`config.mk`:
```
export PLATFORM = sky130hd
export DESIGN_NAME = axi_many_to_one
export DESIGN_NICKNAME = d
export VERILOG_FILES = /design/src/hdl/axi_mux_pkg.sv /design/src/hdl/axi_many_to_one.sv /design/src/hdl/axi_slice.sv /design/src/hdl/port_switch.sv /design/src/hdl/rr_arbiter.sv /design/src/hdl/txn_tracker.sv
export SDC_FILE = /design/constraint.sdc
export NUM_CORES = 1
export LEC_CHECK = 0
export BUFFER_PORTS_ARGS = -buffer_cell sky130_fd_sc_hd__buf_2
export CAP_MARGIN = 20
export CORE_AREA = 5 5 370 372
export DETAILED_ROUTE_END_ITERATION = 6
export DIE_AREA = 0 0 375 377
export PLACE_DENSITY = 0.3
export SYNTH_ARGS = -nofsm -noshare
export SYNTH_HDL_FRONTEND = slang
export SYNTH_SLANG_ARGS = --single-unit
```
`constraint.sdc`:
```
create_clock -name clk -period 7 [get_ports clk]
set_input_delay 0.35 -clock clk [delete_from_list [all_inputs] [get_ports clk]]
set_output_delay 0.35 -clock clk [all_outputs]
set_load 0.05 [all_outputs]
```
`src/hdl/axi_mux_pkg.sv`:
```
`default_nettype none

package axi_mux_pkg;

    localparam int ADDR_W = 32;
    localparam int DATA_W = 32;
    localparam int STRB_W = DATA_W / 8;
    localparam int ID_W = 4;

    // Wide enough to hold MAX_OUTSTANDING itself
    localparam int CNT_W = 3;
    localparam int MAX_OUTSTANDING = 4;

    localparam logic [1:0] RESP_OKAY = 2'b00;

    // Shared by AW and AR
    typedef struct packed {
        logic [ID_W-1:0]   id;
        logic [ADDR_W-1:0] addr;
        logic [7:0]        len;
        logic [2:0]        size;
        logic [1:0]        burst;
    } addr_req_t;

    typedef struct packed {
        logic [DATA_W-1:0] data;
        logic [STRB_W-1:0] strb;
        logic              last;
    } w_beat_t;

    typedef struct packed {
        logic [ID_W-1:0] id;
        logic [1:0]      resp;
    } b_beat_t;

    typedef struct packed {
        logic [ID_W-1:0]   id;
        logic [DATA_W-1:0] data;
        logic [1:0]        resp;
        logic              last;
    } r_beat_t;

    typedef enum logic [1:0] {
        ST_IDLE,
        ST_TRANSACTION,
        ST_FINISH
    } tracker_state_t;

endpackage

`default_nettype wire

```
`src/hdl/axi_many_to_one.sv`:
```
`timescale 1ns/1ns
`default_nettype none

module axi_many_to_one import axi_mux_pkg::*; #(
    parameter int N_PORTS = 4
) (
    input  wire clk,
    input  wire resetn,

    // Upstream ports
    input  wire addr_req_t     s_aw [N_PORTS],
    input  wire [N_PORTS-1:0]  s_aw_valid,
    output logic [N_PORTS-1:0] s_aw_ready,
    input  wire w_beat_t       s_w [N_PORTS],
    input  wire [N_PORTS-1:0]  s_w_valid,
    output logic [N_PORTS-1:0] s_w_ready,
    output b_beat_t            s_b [N_PORTS],
    output logic [N_PORTS-1:0] s_b_valid,
    input  wire [N_PORTS-1:0]  s_b_ready,
    input  wire addr_req_t     s_ar [N_PORTS],
    input  wire [N_PORTS-1:0]  s_ar_valid,
    output logic [N_PORTS-1:0] s_ar_ready,
    output r_beat_t            s_r [N_PORTS],
    output logic [N_PORTS-1:0] s_r_valid,
    input  wire [N_PORTS-1:0]  s_r_ready,

    // Downstream port
    output addr_req_t    m_aw,
    output logic         m_aw_valid,
    input  wire          m_aw_ready,
    output w_beat_t      m_w,
    output logic         m_w_valid,
    input  wire          m_w_ready,
    input  wire b_beat_t m_b,
    input  wire          m_b_valid,
    output logic         m_b_ready,
    output addr_req_t    m_ar,
    output logic         m_ar_valid,
    input  wire          m_ar_ready,
    input  wire r_beat_t m_r,
    input  wire          m_r_valid,
    output logic         m_r_ready
);

    localparam int IDX_W = (N_PORTS > 1) ? $clog2(N_PORTS) : 1;

    logic [N_PORTS-1:0] request;
    logic               grant_valid;
    logic [IDX_W-1:0]   grant_index;
    logic               grant_release;

    logic aw_open, w_open, ar_open, resp_open;
    logic aw_fire, ar_fire, w_last_fire, b_fire, r_last_fire;
    logic aw_pending, ar_pending;

    addr_req_t sl_aw, sl_ar;
    w_beat_t   sl_w;
    b_beat_t   sl_b;
    r_beat_t   sl_r;
    logic      sl_aw_valid, sl_aw_ready, sl_w_valid, sl_w_ready;
    logic      sl_ar_valid, sl_ar_ready;
    logic      sl_b_valid, sl_b_ready, sl_r_valid, sl_r_ready;

    assign request = s_aw_valid | s_ar_valid;

    rr_arbiter #(.N_PORTS(N_PORTS)) u_arbiter (
        .clk(clk), .resetn(resetn), .request(request), .grant_release(grant_release),
        .grant_valid(grant_valid), .grant_index(grant_index)
    );

    txn_tracker u_tracker (
        .clk(clk), .resetn(resetn), .grant_valid(grant_valid),
        .aw_pending(aw_pending), .ar_pending(ar_pending),
        .aw_fire(aw_fire), .ar_fire(ar_fire), .w_last_fire(w_last_fire),
        .b_fire(b_fire), .r_last_fire(r_last_fire),
        .aw_open(aw_open), .w_open(w_open), .ar_open(ar_open),
        .resp_open(resp_open), .grant_release(grant_release)
    );

    port_switch #(.N_PORTS(N_PORTS)) u_switch (
        .grant_index(grant_index),
        .s_aw(s_aw), .s_aw_valid(s_aw_valid), .s_aw_ready(s_aw_ready),
        .s_w(s_w), .s_w_valid(s_w_valid), .s_w_ready(s_w_ready),
        .s_ar(s_ar), .s_ar_valid(s_ar_valid), .s_ar_ready(s_ar_ready),
        .s_b(s_b), .s_b_valid(s_b_valid), .s_b_ready(s_b_ready),
        .s_r(s_r), .s_r_valid(s_r_valid), .s_r_ready(s_r_ready),
        .sl_aw(sl_aw), .sl_aw_valid(sl_aw_valid), .sl_aw_ready(sl_aw_ready),
        .sl_w(sl_w), .sl_w_valid(sl_w_valid), .sl_w_ready(sl_w_ready),
        .sl_ar(sl_ar), .sl_ar_valid(sl_ar_valid), .sl_ar_ready(sl_ar_ready),
        .sl_b(sl_b), .sl_b_valid(sl_b_valid), .sl_b_ready(sl_b_ready),
        .sl_r(sl_r), .sl_r_valid(sl_r_valid), .sl_r_ready(sl_r_ready),
        .aw_open(aw_open), .w_open(w_open), .ar_open(ar_open), .resp_open(resp_open),
        .aw_fire(aw_fire), .ar_fire(ar_fire), .w_last_fire(w_last_fire),
        .b_fire(b_fire), .r_last_fire(r_last_fire),
        .aw_pending(aw_pending), .ar_pending(ar_pending)
    );

    // Request slices toward the downstream port
    axi_slice #(.payload_t(addr_req_t)) u_aw_slice (
        .clk(clk), .resetn(resetn),
        .in_valid(sl_aw_valid), .in_ready(sl_aw_ready), .in_data(sl_aw),
        .out_valid(m_aw_valid), .out_ready(m_aw_ready), .out_data(m_aw)
    );

    axi_slice #(.payload_t(w_beat_t)) u_w_slice (
        .clk(clk), .resetn(resetn),
        .in_valid(sl_w_valid), .in_ready(sl_w_ready), .in_data(sl_w),
        .out_valid(m_w_valid), .out_ready(m_w_ready), .out_data(m_w)
    );

    axi_slice #(.payload_t(addr_req_t)) u_ar_slice (
        .clk(clk), .resetn(resetn),
        .in_valid(sl_ar_valid), .in_ready(sl_ar_ready), .in_data(sl_ar),
        .out_valid(m_ar_valid), .out_ready(m_ar_ready), .out_data(m_ar)
    );

    // Response slices back from the downstream port
    axi_slice #(.payload_t(b_beat_t)) u_b_slice (
        .clk(clk), .resetn(resetn),
        .in_valid(m_b_valid), .in_ready(m_b_ready), .in_data(m_b),
        .out_valid(sl_b_valid), .out_ready(sl_b_ready), .out_data(sl_b)
    );

    axi_slice #(.payload_t(r_beat_t)) u_r_slice (
        .clk(clk), .resetn(resetn),
        .in_valid(m_r_valid), .in_ready(m_r_ready), .in_data(m_r),
        .out_valid(sl_r_valid), .out_ready(sl_r_ready), .out_data(sl_r)
    );

endmodule

`default_nettype wire

```
`src/hdl/axi_slice.sv`:
```
`timescale 1ns/1ns
`default_nettype none

module axi_slice #(
    parameter type payload_t = logic
) (
    input  wire           clk,
    input  wire           resetn,
    input  wire           in_valid,
    output logic          in_ready,
    input  wire payload_t in_data,
    output logic          out_valid,
    input  wire           out_ready,
    output payload_t      out_data
);

    logic     full;
    payload_t data_q;

    // Free, or emptying this cycle
    assign in_ready = !full || out_ready;

    always_ff @(posedge clk or negedge resetn) begin
        if (!resetn) begin
            full <= 1'b0;
        end else if (in_ready) begin
            full <= in_valid;
        end
    end

    always_ff @(posedge clk) begin
        if (in_valid && in_ready) begin
            data_q <= in_data;
        end
    end

    assign out_valid = full;
    assign out_data = data_q;

endmodule

`default_nettype wire

```
`src/hdl/port_switch.sv`:
```
`timescale 1ns/1ns
`default_nettype none

module port_switch import axi_mux_pkg::*; #(
    parameter int N_PORTS = 4
) (
    input  wire  [((N_PORTS > 1) ? $clog2(N_PORTS) : 1)-1:0] grant_index,

    input  wire addr_req_t    s_aw [N_PORTS],
    input  wire [N_PORTS-1:0] s_aw_valid,
    output logic [N_PORTS-1:0] s_aw_ready,
    input  wire w_beat_t      s_w [N_PORTS],
    input  wire [N_PORTS-1:0] s_w_valid,
    output logic [N_PORTS-1:0] s_w_ready,
    input  wire addr_req_t    s_ar [N_PORTS],
    input  wire [N_PORTS-1:0] s_ar_valid,
    output logic [N_PORTS-1:0] s_ar_ready,
    output b_beat_t           s_b [N_PORTS],
    output logic [N_PORTS-1:0] s_b_valid,
    input  wire [N_PORTS-1:0] s_b_ready,
    output r_beat_t           s_r [N_PORTS],
    output logic [N_PORTS-1:0] s_r_valid,
    input  wire [N_PORTS-1:0] s_r_ready,

    // Request slice inputs
    output addr_req_t sl_aw,
    output logic      sl_aw_valid,
    input  wire       sl_aw_ready,
    output w_beat_t   sl_w,
    output logic      sl_w_valid,
    input  wire       sl_w_ready,
    output addr_req_t sl_ar,
    output logic      sl_ar_valid,
    input  wire       sl_ar_ready,

    // Response slice outputs
    input  wire b_beat_t sl_b,
    input  wire          sl_b_valid,
    output logic         sl_b_ready,
    input  wire r_beat_t sl_r,
    input  wire          sl_r_valid,
    output logic         sl_r_ready,

    input  wire  aw_open,
    input  wire  w_open,
    input  wire  ar_open,
    input  wire  resp_open,
    output logic aw_fire,
    output logic ar_fire,
    output logic w_last_fire,
    output logic b_fire,
    output logic r_last_fire,
    output logic aw_pending,
    output logic ar_pending
);

    assign aw_pending = s_aw_valid[grant_index];
    assign ar_pending = s_ar_valid[grant_index];

    assign sl_aw = s_aw[grant_index];
    assign sl_w = s_w[grant_index];
    assign sl_ar = s_ar[grant_index];

    assign sl_aw_valid = s_aw_valid[grant_index] && aw_open;
    assign sl_w_valid = s_w_valid[grant_index] && w_open;
    assign sl_ar_valid = s_ar_valid[grant_index] && ar_open;
    assign sl_b_ready = s_b_ready[grant_index] && resp_open;
    assign sl_r_ready = s_r_ready[grant_index] && resp_open;

    // Only the granted port sees ready or a response valid
    always_comb begin
        s_aw_ready = '0;
        s_w_ready = '0;
        s_ar_ready = '0;
        s_b_valid = '0;
        s_r_valid = '0;
        s_aw_ready[grant_index] = sl_aw_ready && aw_open;
        s_w_ready[grant_index] = sl_w_ready && w_open;
        s_ar_ready[grant_index] = sl_ar_ready && ar_open;
        s_b_valid[grant_index] = sl_b_valid && resp_open;
        s_r_valid[grant_index] = sl_r_valid && resp_open;
        for (int i = 0; i < N_PORTS; i++) begin
            s_b[i] = sl_b;
            s_r[i] = sl_r;
        end
    end

    assign aw_fire = sl_aw_valid && sl_aw_ready;
    assign ar_fire = sl_ar_valid && sl_ar_ready;
    assign w_last_fire = sl_w_valid && sl_w_ready && sl_w.last;
    assign b_fire = sl_b_valid && sl_b_ready;
    assign r_last_fire = sl_r_valid && sl_r_ready && sl_r.last;

endmodule

`default_nettype wire

```
`src/hdl/rr_arbiter.sv`:
```
`timescale 1ns/1ns
`default_nettype none

module rr_arbiter #(
    parameter int N_PORTS = 4
) (
    input  wire                                           clk,
    input  wire                                           resetn,
    input  wire  [N_PORTS-1:0]                            request,
    input  wire                                           grant_release,
    output logic                                          grant_valid,
    output logic [((N_PORTS > 1) ? $clog2(N_PORTS) : 1)-1:0] grant_index
);

    localparam int IDX_W = (N_PORTS > 1) ? $clog2(N_PORTS) : 1;

    logic [IDX_W-1:0] ptr;
    logic [IDX_W-1:0] next_ptr;
    logic [IDX_W-1:0] cand;
    logic [IDX_W-1:0] pick;
    logic             found;

    // First requester at or after ptr, wrapping
    always_comb begin
        found = 1'b0;
        pick = ptr;
        cand = ptr;
        for (int i = 0; i < N_PORTS; i++) begin
            cand = IDX_W'((int'(ptr) + i) % N_PORTS);
            if (!found && request[cand]) begin
                found = 1'b1;
                pick = cand;
            end
        end
    end

    assign next_ptr = (grant_index == IDX_W'(N_PORTS - 1)) ? '0 : grant_index + 1'b1;

    always_ff @(posedge clk or negedge resetn) begin
        if (!resetn) begin
            grant_valid <= 1'b0;
            grant_index <= '0;
            ptr <= '0;
        end else if (grant_valid) begin
            // Held until the tracker lets go
            if (grant_release) begin
                grant_valid <= 1'b0;
                ptr <= next_ptr;
            end
        end else if (found) begin
            grant_valid <= 1'b1;
            grant_index <= pick;
        end
    end

endmodule

`default_nettype wire

```
`src/hdl/txn_tracker.sv`:
```
`timescale 1ns/1ns
`default_nettype none

module txn_tracker import axi_mux_pkg::*; (
    input  wire  clk,
    input  wire  resetn,
    input  wire  grant_valid,
    input  wire  aw_pending,
    input  wire  ar_pending,
    input  wire  aw_fire,
    input  wire  ar_fire,
    input  wire  w_last_fire,
    input  wire  b_fire,
    input  wire  r_last_fire,
    output logic aw_open,
    output logic w_open,
    output logic ar_open,
    output logic resp_open,
    output logic grant_release
);

    tracker_state_t state;
    tracker_state_t state_next;

    logic [CNT_W-1:0] wr_cnt;
    logic [CNT_W-1:0] rd_cnt;
    // Bursts announced on AW whose last W beat is still to come
    logic [CNT_W-1:0] wlast_cnt;

    logic counts_zero;
    logic finish_cond;

    function automatic logic [CNT_W-1:0] step(
        input logic [CNT_W-1:0] cnt,
        input logic             up,
        input logic             down
    );
        logic [CNT_W-1:0] res;
        res = cnt;
        if (up && !down) begin
            res = cnt + 1'b1;
        end else if (down && !up) begin
            res = cnt - 1'b1;
        end
        return res;
    endfunction

    assign counts_zero = (wr_cnt == '0) && (rd_cnt == '0) && (wlast_cnt == '0);
    assign finish_cond = !aw_pending && !ar_pending && counts_zero;

    always_comb begin
        state_next = state;
        case (state)
            ST_IDLE: begin
                if (grant_valid) begin
                    state_next = ST_TRANSACTION;
                end
            end
            ST_TRANSACTION: begin
                if (finish_cond) begin
                    state_next = ST_FINISH;
                end
            end
            ST_FINISH: begin
                state_next = ST_IDLE;
            end
            default: begin
                state_next = ST_IDLE;
            end
        endcase
    end

    always_ff @(posedge clk or negedge resetn) begin
        if (!resetn) begin
            state <= ST_IDLE;
            wr_cnt <= '0;
            rd_cnt <= '0;
            wlast_cnt <= '0;
        end else begin
            state <= state_next;
            if (state == ST_FINISH) begin
                wr_cnt <= '0;
                rd_cnt <= '0;
                wlast_cnt <= '0;
            end else begin
                wr_cnt <= step(wr_cnt, aw_fire, b_fire);
                rd_cnt <= step(rd_cnt, ar_fire, r_last_fire);
                wlast_cnt <= step(wlast_cnt, aw_fire, w_last_fire);
            end
        end
    end

    // Address channels close once the per-direction limit is reached
    assign aw_open = (state == ST_TRANSACTION) && aw_pending
                     && (wr_cnt < CNT_W'(MAX_OUTSTANDING));
    assign ar_open = (state == ST_TRANSACTION) && ar_pending
                     && (rd_cnt < CNT_W'(MAX_OUTSTANDING));
    assign w_open = (wlast_cnt != '0);
    assign resp_open = (state == ST_TRANSACTION);
    assign grant_release = (state == ST_FINISH);

endmodule

`default_nettype wire

```
# --- Yosys cells after proc, flatten, opt, wreduce, memory -nomap -nowiden ---
# Cells that the tools add are included.
word_totals:
  latchBits: 0
  romBits: 0
  n_memories: 0
  inputBits: 612
  ff_bits: 201
  word_cells: 183
  output_inout_bits: 340
  ramBits: 0
op_classes:
  shifts: 0
  div: 0
  bitwise: 8
  mul: 0
  eq_ne: 5
  n_reduce_logical: 68
  magnitude_cmp: 9
  mux: 52
  add_sub_neg: 10
ops:
  columns: ["cell", "n"]
  rows:
  - ["$bmux 49 s2", 2]
  - ["$mux 49", 4]
  - ["$bmux 37 s2", 1]
  - ["$mux 37", 2]
  - ["$logic_and 1x1->1", 37]
  - ["$mux 3", 9]
  - ["$and 4x4->4", 5]
  - ["$bmux 1 s2", 9]
  - ["$mux 1", 17]
  - ["$logic_not 1->1", 15]
  - ["$lt 2x3->1 const B", 5]
  - ["$mux 2", 6]
  - ["$reduce_bool 3->1", 4]
  - ["$add 3x1->3 const B", 3]
  - ["$logic_not 3->1", 3]
  - ["$sub 3x1->3 const B", 3]
  - ["$lt 3x3->1 const B", 2]
  - ["$reduce_and 2->1", 3]
  - ["$logic_or 1x1->1", 5]
  - ["$add 2x1->2 const B", 2]
  - ["$add 2x2->2 const B", 2]
  - ["$eq 2x2->1 const B", 2]
  - ["$ne 2x2->1 const B", 2]
  - ["$or 4x4->4", 1]
  - ["8 further kinds", 8]

# --- Logic depth before layout (Yosys ltp) ---
# Gate-level depths: netlist of the first run.
depth:
  ltp_word: 15
  depth_mapped: 9
  depth_no_buf: 7

# --- Hierarchy ---
# From an unflattened synthesis of the first run, not the netlist that was laid out.
hier_totals:
  hier_cells: 692
  area_unflattened_um2: 11786.3
modules_own_cells:
  columns: ["mod", "cells_each", "seq_area_each_um2", "instances", "area_each_um2"]
  rows:
  - ["port_switch", 391, 0.0, 1, 5131.2]
  - ["axi_slice at u_ar_slice ...", 53, 1496.4, 2, 1525.2]
  - ["axi_slice at u_r_slice", 43, 1196.1, 1, 1224.9]
  - ["axi_slice at u_w_slice", 41, 1136.1, 1, 1164.9]
  - ["txn_tracker", 68, 275.3, 1, 671.9]
  - ["rr_arbiter", 29, 125.1, 1, 284.0]
  - ["axi_slice at u_b_slice", 10, 205.2, 1, 234.0]
  - ["axi_many_to_one", 4, 0.0, 1, 25.0]

# --- Worst setup path before layout of the first run ---
# No wires, ideal clock.
synth_timing:
  path_kind: "reg2reg"
  start: "register u_arbiter.grant_index[0] (netlist name)"
  end: "register u_r_slice.data_q, in the netlist u_r_slice.out_data[0], enable pin"
  path_buffers: 1
  setup_slack_ps: 3816
  required_ps: 6560
  arrival_ps: 2744
  synth_period_minus_slack_ps: 3184
  setup_time_ps: 440
  stages_incl_launch_ff: 5
  path_cell_list: "dfrtp_1 buf_6 mux4_2 a21boi_0 nor2b_1"
synth_between:
  elab_chain_cells: 5
synth_lines:
  columns: ["item", "line_no", "rtl"]
  rows:
  - ["start: declaration", "rr_arbiter.sv:12", "output logic [((N_PORTS > 1) ? $clog2(N_PORTS) : 1)-1:0] grant_index"]
  - ["start signal: assignment", "rr_arbiter.sv:52", "grant_index <= pick;"]
  - ["$bmux 1 s2", "port_switch.sv:68", "assign sl_r_ready = s_r_ready[grant_index] && resp_open;"]
  - ["$mux 1 (not written as such)", "port_switch.sv:68", null]
  - ["$logic_and 1x1->1", "port_switch.sv:68", null]
  - ["$logic_or 1x1->1", "axi_slice.sv:21", "assign in_ready = !full || out_ready;"]
  - ["$logic_and 1x1->1", "axi_slice.sv:32", "if (in_valid && in_ready) begin"]
  - ["end signal: assignment", "axi_slice.sv:33", "data_q <= in_data;"]
  - ["end: declaration", "axi_slice.sv:18", "payload_t data_q;"]
# No other way between the ends. The select of a mux whose other input is x is not followed.
# A chain may end at the register's enable or synchronous reset.

# --- Worst setup path after layout of the first run ---
layout_timing:
  start: "register u_arbiter.grant_index[0] (netlist name)"
  end: "output port s_ar_ready[3]"
layout_between:
  elab_chain_cells: 6
  word_cells_on_any_way: 11
  cone_classes: "2 x order compare; 4 x mux; 1 x bitwise; 4 x reduce/logical"
layout_lines:
  columns: ["item", "line_no", "rtl"]
  rows:
  - ["branches (longest 5 deep; another with $lt 2x3->1)", null, null]
  - ["$and 4x4->4 (no line) (*)", null, null]
  - ["end: declaration", "axi_many_to_one.sv:22", "output logic [N_PORTS-1:0] s_ar_ready,"]
# Mark *: on every way between the ends. The select of a mux whose other input is x is not followed.

==> impl_metrics.json, run 1 <==
{
  "max_slew.worst_pin.slew_ns": 1.11,
  "setup_viol": 0,
  "power_switching_mw": 1.99,
  "max-slew-margin-rel_pct": 25.8,
  "grt_pass1_wl_um": 85000,
  "synthToLayoutAreaGrowth_pct": 66.2,
  "nNetsFinal": 2128,
  "required_ns": 6.65,
  "netlist_area_um2": 11100,
  "synth_top_family_by_area": "multiplexers",
  "crit_chain": "buf_4 -> mux4_2 -> and3_4 -> buf_4 -> and2_1 -> buf_2",
  "hpwlAfterDp_um": 55600,
  "maxCapViolations": 0,
  "postSynthCellCount": 641,
  "cp_data_arrival_time_ns": 3.87,
  "cts_made_buffers": 29,
  "path_max_fanout": 42,
  "final_hold_viol_count": 0,
  "ctsRootBufferMaster": "clkbuf_16",
  "worst_setup_path_start_kind": "flip-flop",
  "ys_seq_elements": 201,
  "io_pins": 952,
  "max_stage_delay_ns": 0.69,
  "drv_slew": 0,
  "pwr-share-seq_pct": 33.6,
  "grt_pass1_vias": 10828,
  "start_util_pct": 8.38,
  "place_congestion": 0.948,
  "clk-insertion-delay-late_ns": 0.61,
  "fin_crit_sh_pct": 60.3,
  "crit_type": "reg -> out",
  "grt_overflow": 0,
  "final_cells": 3309,
  "fin_ws_ns": 2.78,
  "synthXorXnorAreaFrac_pct": 0.236,
  "yosys.cell_types.count": 49,
  "cp_slowest_cell": "buf_4",
  "cts.path.max_buffers": 3,
  "synth_flop_cell": "edfxtp_1",
  "power_density_nw_per_um2": 269,
  "syn_nets": 1260,
  "total_leakage_power_nw": 7.61,
  "min_path_type": "in -> reg",
  "via_per_inst": 2.92,
  "end_kind": "primary output",
  "synth_fa_ha_area_share_pct": 0.988,
  "fp-row-count": 134,
  "wirelength_um": 65000,
  "crit_path_frequent_cell": "buf_4",
  "drt_pre_antenna_iters": 4,
  "placed_area_um2": 17000,
  "setup_tns_ns": 0,
  "power.internal_mw": 2.99,
  "yosysWarnings": 0,
  "clock_sinks": 201,
  "die_x_um": 375,
  "dieArea_um2": 141000,
  "p_clk_share_pct": 31.2,
  "wl_per_cell_um": 19.6,
  "finClkSkew_ns": 0.0145,
  "synth_mux_area_share_pct": 29.2,
  "outcome": "completed",
  "num_vias": 9665,
  "drtIter0Drc": 406,
  "clk_pin_slew_ns": 0.06,
  "h-tree-depth": 1,
  "die_y_um": 377,
  "crit_family": "buffers and inverters",
  "combPwrFrac_pct": 35.2,
  "cts_tree": "done",
  "drtAntennaViolNets": 0,
  "fmax_mhz": 237,
  "fp.coreArea_um2": 133000,
  "synth-seq-area-share_pct": 53.2,
  "swShare_pct": 40.0,
  "drc": 0,
  "synth_compound_area_share_pct": 1.36,
  "grt_usage_pct": 8.51,
  "portBuffers": 951,
  "fin_crit_ns": 4.22,
  "async_flop_share_pct": 10.4,
  "peakVddDrop_v": 0.000174,
  "grt_max_degree": 94,
  "rsz0062_at_grt": "no",
  "synth_simple_gate_area_share_pct": 3.93,
  "synth-edff-count": 180,
  "path_buf_inv": 3,
  "placedCellCount": 3196,
  "syn-mean-instance-area_um2": 17.4,
  "cts_resized": 0,
  "place_worst_setup_slack_ns": 2.84,
  "antenna_found_initial": 36,
  "final_cell_area_um2": 18500,
  "drive_above_1_share_pct": 75.5,
  "fillers": 14963
}
[flip-flops by register name, indices dropped and copies added (netlist names), 2 cells and up]
signal and cells:
u_tracker.state 2, u_ar_slice.out_data 49, u_arbiter.ptr 2, u_b_slice.out_data 6
u_aw_slice.out_data 49, u_r_slice.out_data 39, u_w_slice.out_data 37, u_arbiter.grant_index 2
u_tracker.wlast_cnt 3, u_tracker.rd_cnt 3, u_tracker.wr_cnt 3
[area by class of cell]
class                      instances  area (um^2)  share of cell area [%]
antenna                           12         30.0                   0.162
sequential                       201         5940                    32.1
timing repair buffer            1008         5340                    28.8
clock buffer                      33          741                    4.00
multi-input combinational        257         3990                    21.5
tap                             1768         2210                    11.9
inverter                          12         45.0                   0.243
clock inverter                    18          234                    1.26
[cell families after synthesis]
kind of cell,after synthesis
buffers and inverters,183
xor gates and xnor gates,3
muxes,149
adders and majority gates,7
DFF,201
and+or+nand+nor,77
AOI/OAI and AO/OA,21
[power groups by stage]
stage | clock network, mW | registers, mW | logic, mW
after floorplan | 0 | 2.21 | 0.658
after global placement | 0 | 1.70 | 1.78
after detailed placement | 0 | 1.70 | 1.78
after CTS | 1.66 | 1.68 | 1.80
after global routing | 1.69 | 1.70 | 1.86
final | 1.56 | 1.68 | 1.75
[layer usage]
| metal | share of wire [%] | track usage, % |
|---|---|---|
| met5 | 0.085 | 0 |
| met4 | 2.4 | 2.58 |
| met3 | 11 | 3.21 |
| met2 | 53 | 15.5 |
| met1 | 34 | 9.15 |
[layout by cell type (no fill, tap or decap), drive strengths merged, types with 2 or more instances in the layout]
cell	count
nand4	3
buf	959
nand3	2
xor2	2
dfrtp	21
or2	4
edfxtp	180
nand2b	6
ha	4
clkinvlp	4
clkinv	7
and2	15
a21boi	3
nor3b	2
mux2i	8
inv	14
nor2	6
and3	11
nor3	2
nand2	16
diode	12
clkbuf	33
dlygate4sd3	49
mux4	140
a21oi	3
bufinv	5
fa	3
o21ai	2
nor2b	5
[final timing paths]
| path | from | to | slack, ns | depth (start not counted) |
|---|---|---|---|---|
| worst max-delay path | u_arbiter.grant_index[0]$_DFFE_PN0P_ | s_ar_ready[3] | 2.78 | 6 |
| worst min-delay path | s_w[15] | u_w_slice.out_data[15]$_DFFE_PN_ | 0.13 | 2 |
| worst max register to register | u_arbiter.grant_index[0]$_DFFE_PN0P_ | u_tracker.wlast_cnt[2]$_DFFE_PN0P_ | 3.10 | 9 |
| worst min register to register | u_tracker.wr_cnt[0]$_DFFE_PN0P_ | u_tracker.wr_cnt[0]$_DFFE_PN0P_ | 0.50 | 1 |
| max in group asynchronous | resetn | u_arbiter.grant_index[0]$_DFFE_PN0P_ | 6.26 | 2 |
| min in group asynchronous | resetn | u_aw_slice.out_valid$_DFFE_PN0P_ | 0.28 | 2 |
[metrics by stage]
stage | hold slack, ns | power, mW | util (%)
after detailed placement | 0.383 | 3.48 | 12.8
after global placement | 0.372 | 3.48 | 12.8
after floorplan | 0.0544 | 2.87 | -
after global routing | 0.0657 | 5.25 | 13.9
after CTS | 0.0494 | 5.14 | 13.9
final | 0.129 | 4.98 | 13.9
[cells in the mapped netlist, drive strengths merged (2+ instances only)]
cell type,number,area [um^2]
o21ai,2,10.0
a21oi,3,15.0
nor3,2,10.0
fa,3,60.1
clkbuf,13,48.8
edfxtp,180,5410
nor3b,2,15.0
nand2b,6,37.5
mux2i,8,80.1
nor2b,5,31.3
mux4,140,3160
or2,4,25.0
nand2,16,60.1
and3,11,73.8
xor2,2,17.5
a21boi,3,22.5
nand4,3,18.8
nand3,2,10.0
buf,158,1140
dfrtp,21,526
inv,12,45.0
ha,4,50.1
nor2,6,22.5
and2,15,93.8
[what timing repair did]
item | in CTS | in global routing
setup buffers | 0 | 0
hold buffers | 49 | 0
endpoints found under the hold margin | 69 | 0
Power figures use the tool's default switching activity.
==> inputs of run 2 (changes only) <==
==> constraint.sdc (replaced) <==
create_clock -name clk -period 4.03 [get_ports clk]
set_input_delay 0.2015 -clock clk [delete_from_list [all_inputs] [get_ports clk]]
set_output_delay 0.2015 -clock clk [all_outputs]
set_load 0.05 [all_outputs]
==> impl_metrics.json, run 2 (synthesis results as in run 1) <==
{
  "outcome": "completed",
  "drtIter0Drc": 470,
  "synthToLayoutAreaGrowth_pct": 91.8,
  "end_kind": "primary output",
  "mostFrequentLayoutCells": "buf_2 (951), dlygate4sd3_1 (323), edfxtp_1 (180), mux4_2 (138), clkbuf_16 (31)",
  "clk_pin_slew_ns": 0.05,
  "drive_above_1_share_pct": 64.0,
  "fp-row-count": 134,
  "wl_per_cell_um": 18.8,
  "drt_pre_antenna_iters": 4,
  "peakVddDrop_v": 0.000341,
  "crit_type": "reg -> out",
  "clk-insertion-delay-late_ns": 0.62,
  "io_pins": 952,
  "worst_setup_path_start_kind": "flip-flop",
  "fp.coreArea_um2": 133000,
  "post_cts_buffers": 0,
  "num_vias": 10799,
  "grt_overflow": 0,
  "fin_crit_sh_pct": 85.6,
  "cts_made_buffers": 31,
  "fin_crit_ns": 3.45,
  "start_util_pct": 8.38,
  "max_slew.worst_pin.slew_ns": 0.953,
  "die_x_um": 375,
  "grt_max_degree": 90,
  "via_per_inst": 3.01,
  "ctsRootBufferMaster": "clkbuf_16",
  "drtAntennaViolNets": 0,
  "die_y_um": 377,
  "setup_viol": 0,
  "final_hold_viol_count": 0,
  "power_density_nw_per_um2": 431,
  "max-slew-margin-rel_pct": 36.5,
  "nNetsFinal": 2405,
  "cts_tree": "done",
  "grt_usage_pct": 8.86,
  "final_common_cell": "buf_2",
  "min_path_type": "in -> reg",
  "required_ns": 3.83,
  "hpwlAfterDp_um": 56100,
  "finClkSkew_ns": 0.0196,
  "drv_slew": 0,
  "portBuffers": 951,
  "maxCapViolations": 0,
  "grt_pass1_vias": 12052,
  "cts_hold_buf": 323,
  "cts_resized": 0,
  "rsz0062_at_grt": "no",
  "wirelength_um": 67300,
  "power_mw": 9.21,
  "antenna_found_initial": 35,
  "fmax_mhz": 290,
  "dieArea_um2": 141000,
  "cp_data_arrival_time_ns": 3.25,
  "fillers": 14822,
  "cts.path.max_buffers": 3,
  "grt_pass1_wl_um": 89400,
  "path_max_fanout": 41,
  "place_congestion": 0.929,
  "clock_sinks": 201,
  "drc": 0,
  "h-tree-depth": 1,
  "setup_tns_ns": 0,
  "total_leakage_power_nw": 8.82
}
[run 2: path summary, 6_finish.rpt]
| kind | start | endpoint | slack (ns) | cells past startpoint |
|---|---|---|---|---|
| min in group asynchronous | resetn | u_tracker.wr_cnt[2]$_DFFE_PN0P_ | 0.14 | 2 |
| worst max-delay path | u_arbiter.grant_index[0]$_DFFE_PN0P_ | s_aw_ready[2] | 0.58 | 5 |
| worst max register to register | u_arbiter.grant_index[1]$_DFFE_PN0P_ | u_ar_slice.out_data[34]$_DFFE_PP_ | 0.88 | 4 |
| worst min-delay path | s_ar_valid[0] | u_arbiter.grant_index[1]$_DFFE_PN0P_ | 0.09 | 4 |
| max in group asynchronous | resetn | u_arbiter.grant_index[0]$_DFFE_PN0P_ | 3.45 | 2 |
| worst min register to register | u_tracker.wr_cnt[0]$_DFFE_PN0P_ | u_tracker.wr_cnt[0]$_DFFE_PN0P_ | 0.50 | 1 |
[run 2: metrics by stage]
stage	cell area [um^2]	utilization, %	hold WS, ns	setup slack, ns	instances
after floorplan	11100	-	-0.0941	0.846	641
after global placement	17000	12.8	0.226	1.11	3197
after detailed placement	17000	12.8	0.227	1.06	3198
after CTS	21400	16.1	0.00736	0.335	3578
after global routing	21400	16.1	0.0683	0.310	3584
final	21400	16.1	0.0925	0.579	3586
[run 2: where the power goes]
part	internal, mW	switching, mW	total [mW]
clock network	1.84	1.12	2.97
registers	2.72	0.188	2.91
logic	1.09	2.24	3.34
[run 2: layout make-up]
cell class,count,area (um^2),share of cell area [%]
Timing Repair Buffer,1283,8090,37.8
Clock inverter,21,290,1.36
Sequential cell,201,5940,27.8
Tap cell,1768,2210,10.3
Antenna cell,8,20.0,0.0936
Clock buffer,36,795,3.72
Inverter,12,45.0,0.211
Multi-Input combinational cell,257,3990,18.7
[run 2: metal layers]
metal / share of wire, % / global-route usage (%)
met3: 10 / 3.24
met2: 52 / 16.1
met5: 0.074 / 0
met1: 36 / 9.59
met4: 2.7 / 2.65
[run 2: worst max-delay path: stages, from the launching register on]
cell and delay (ns):
dfrtp_4 0.63, mux4_2 0.46, and3_4 0.44, buf_4 0.59, and2_1 0.22, buf_2 0.26
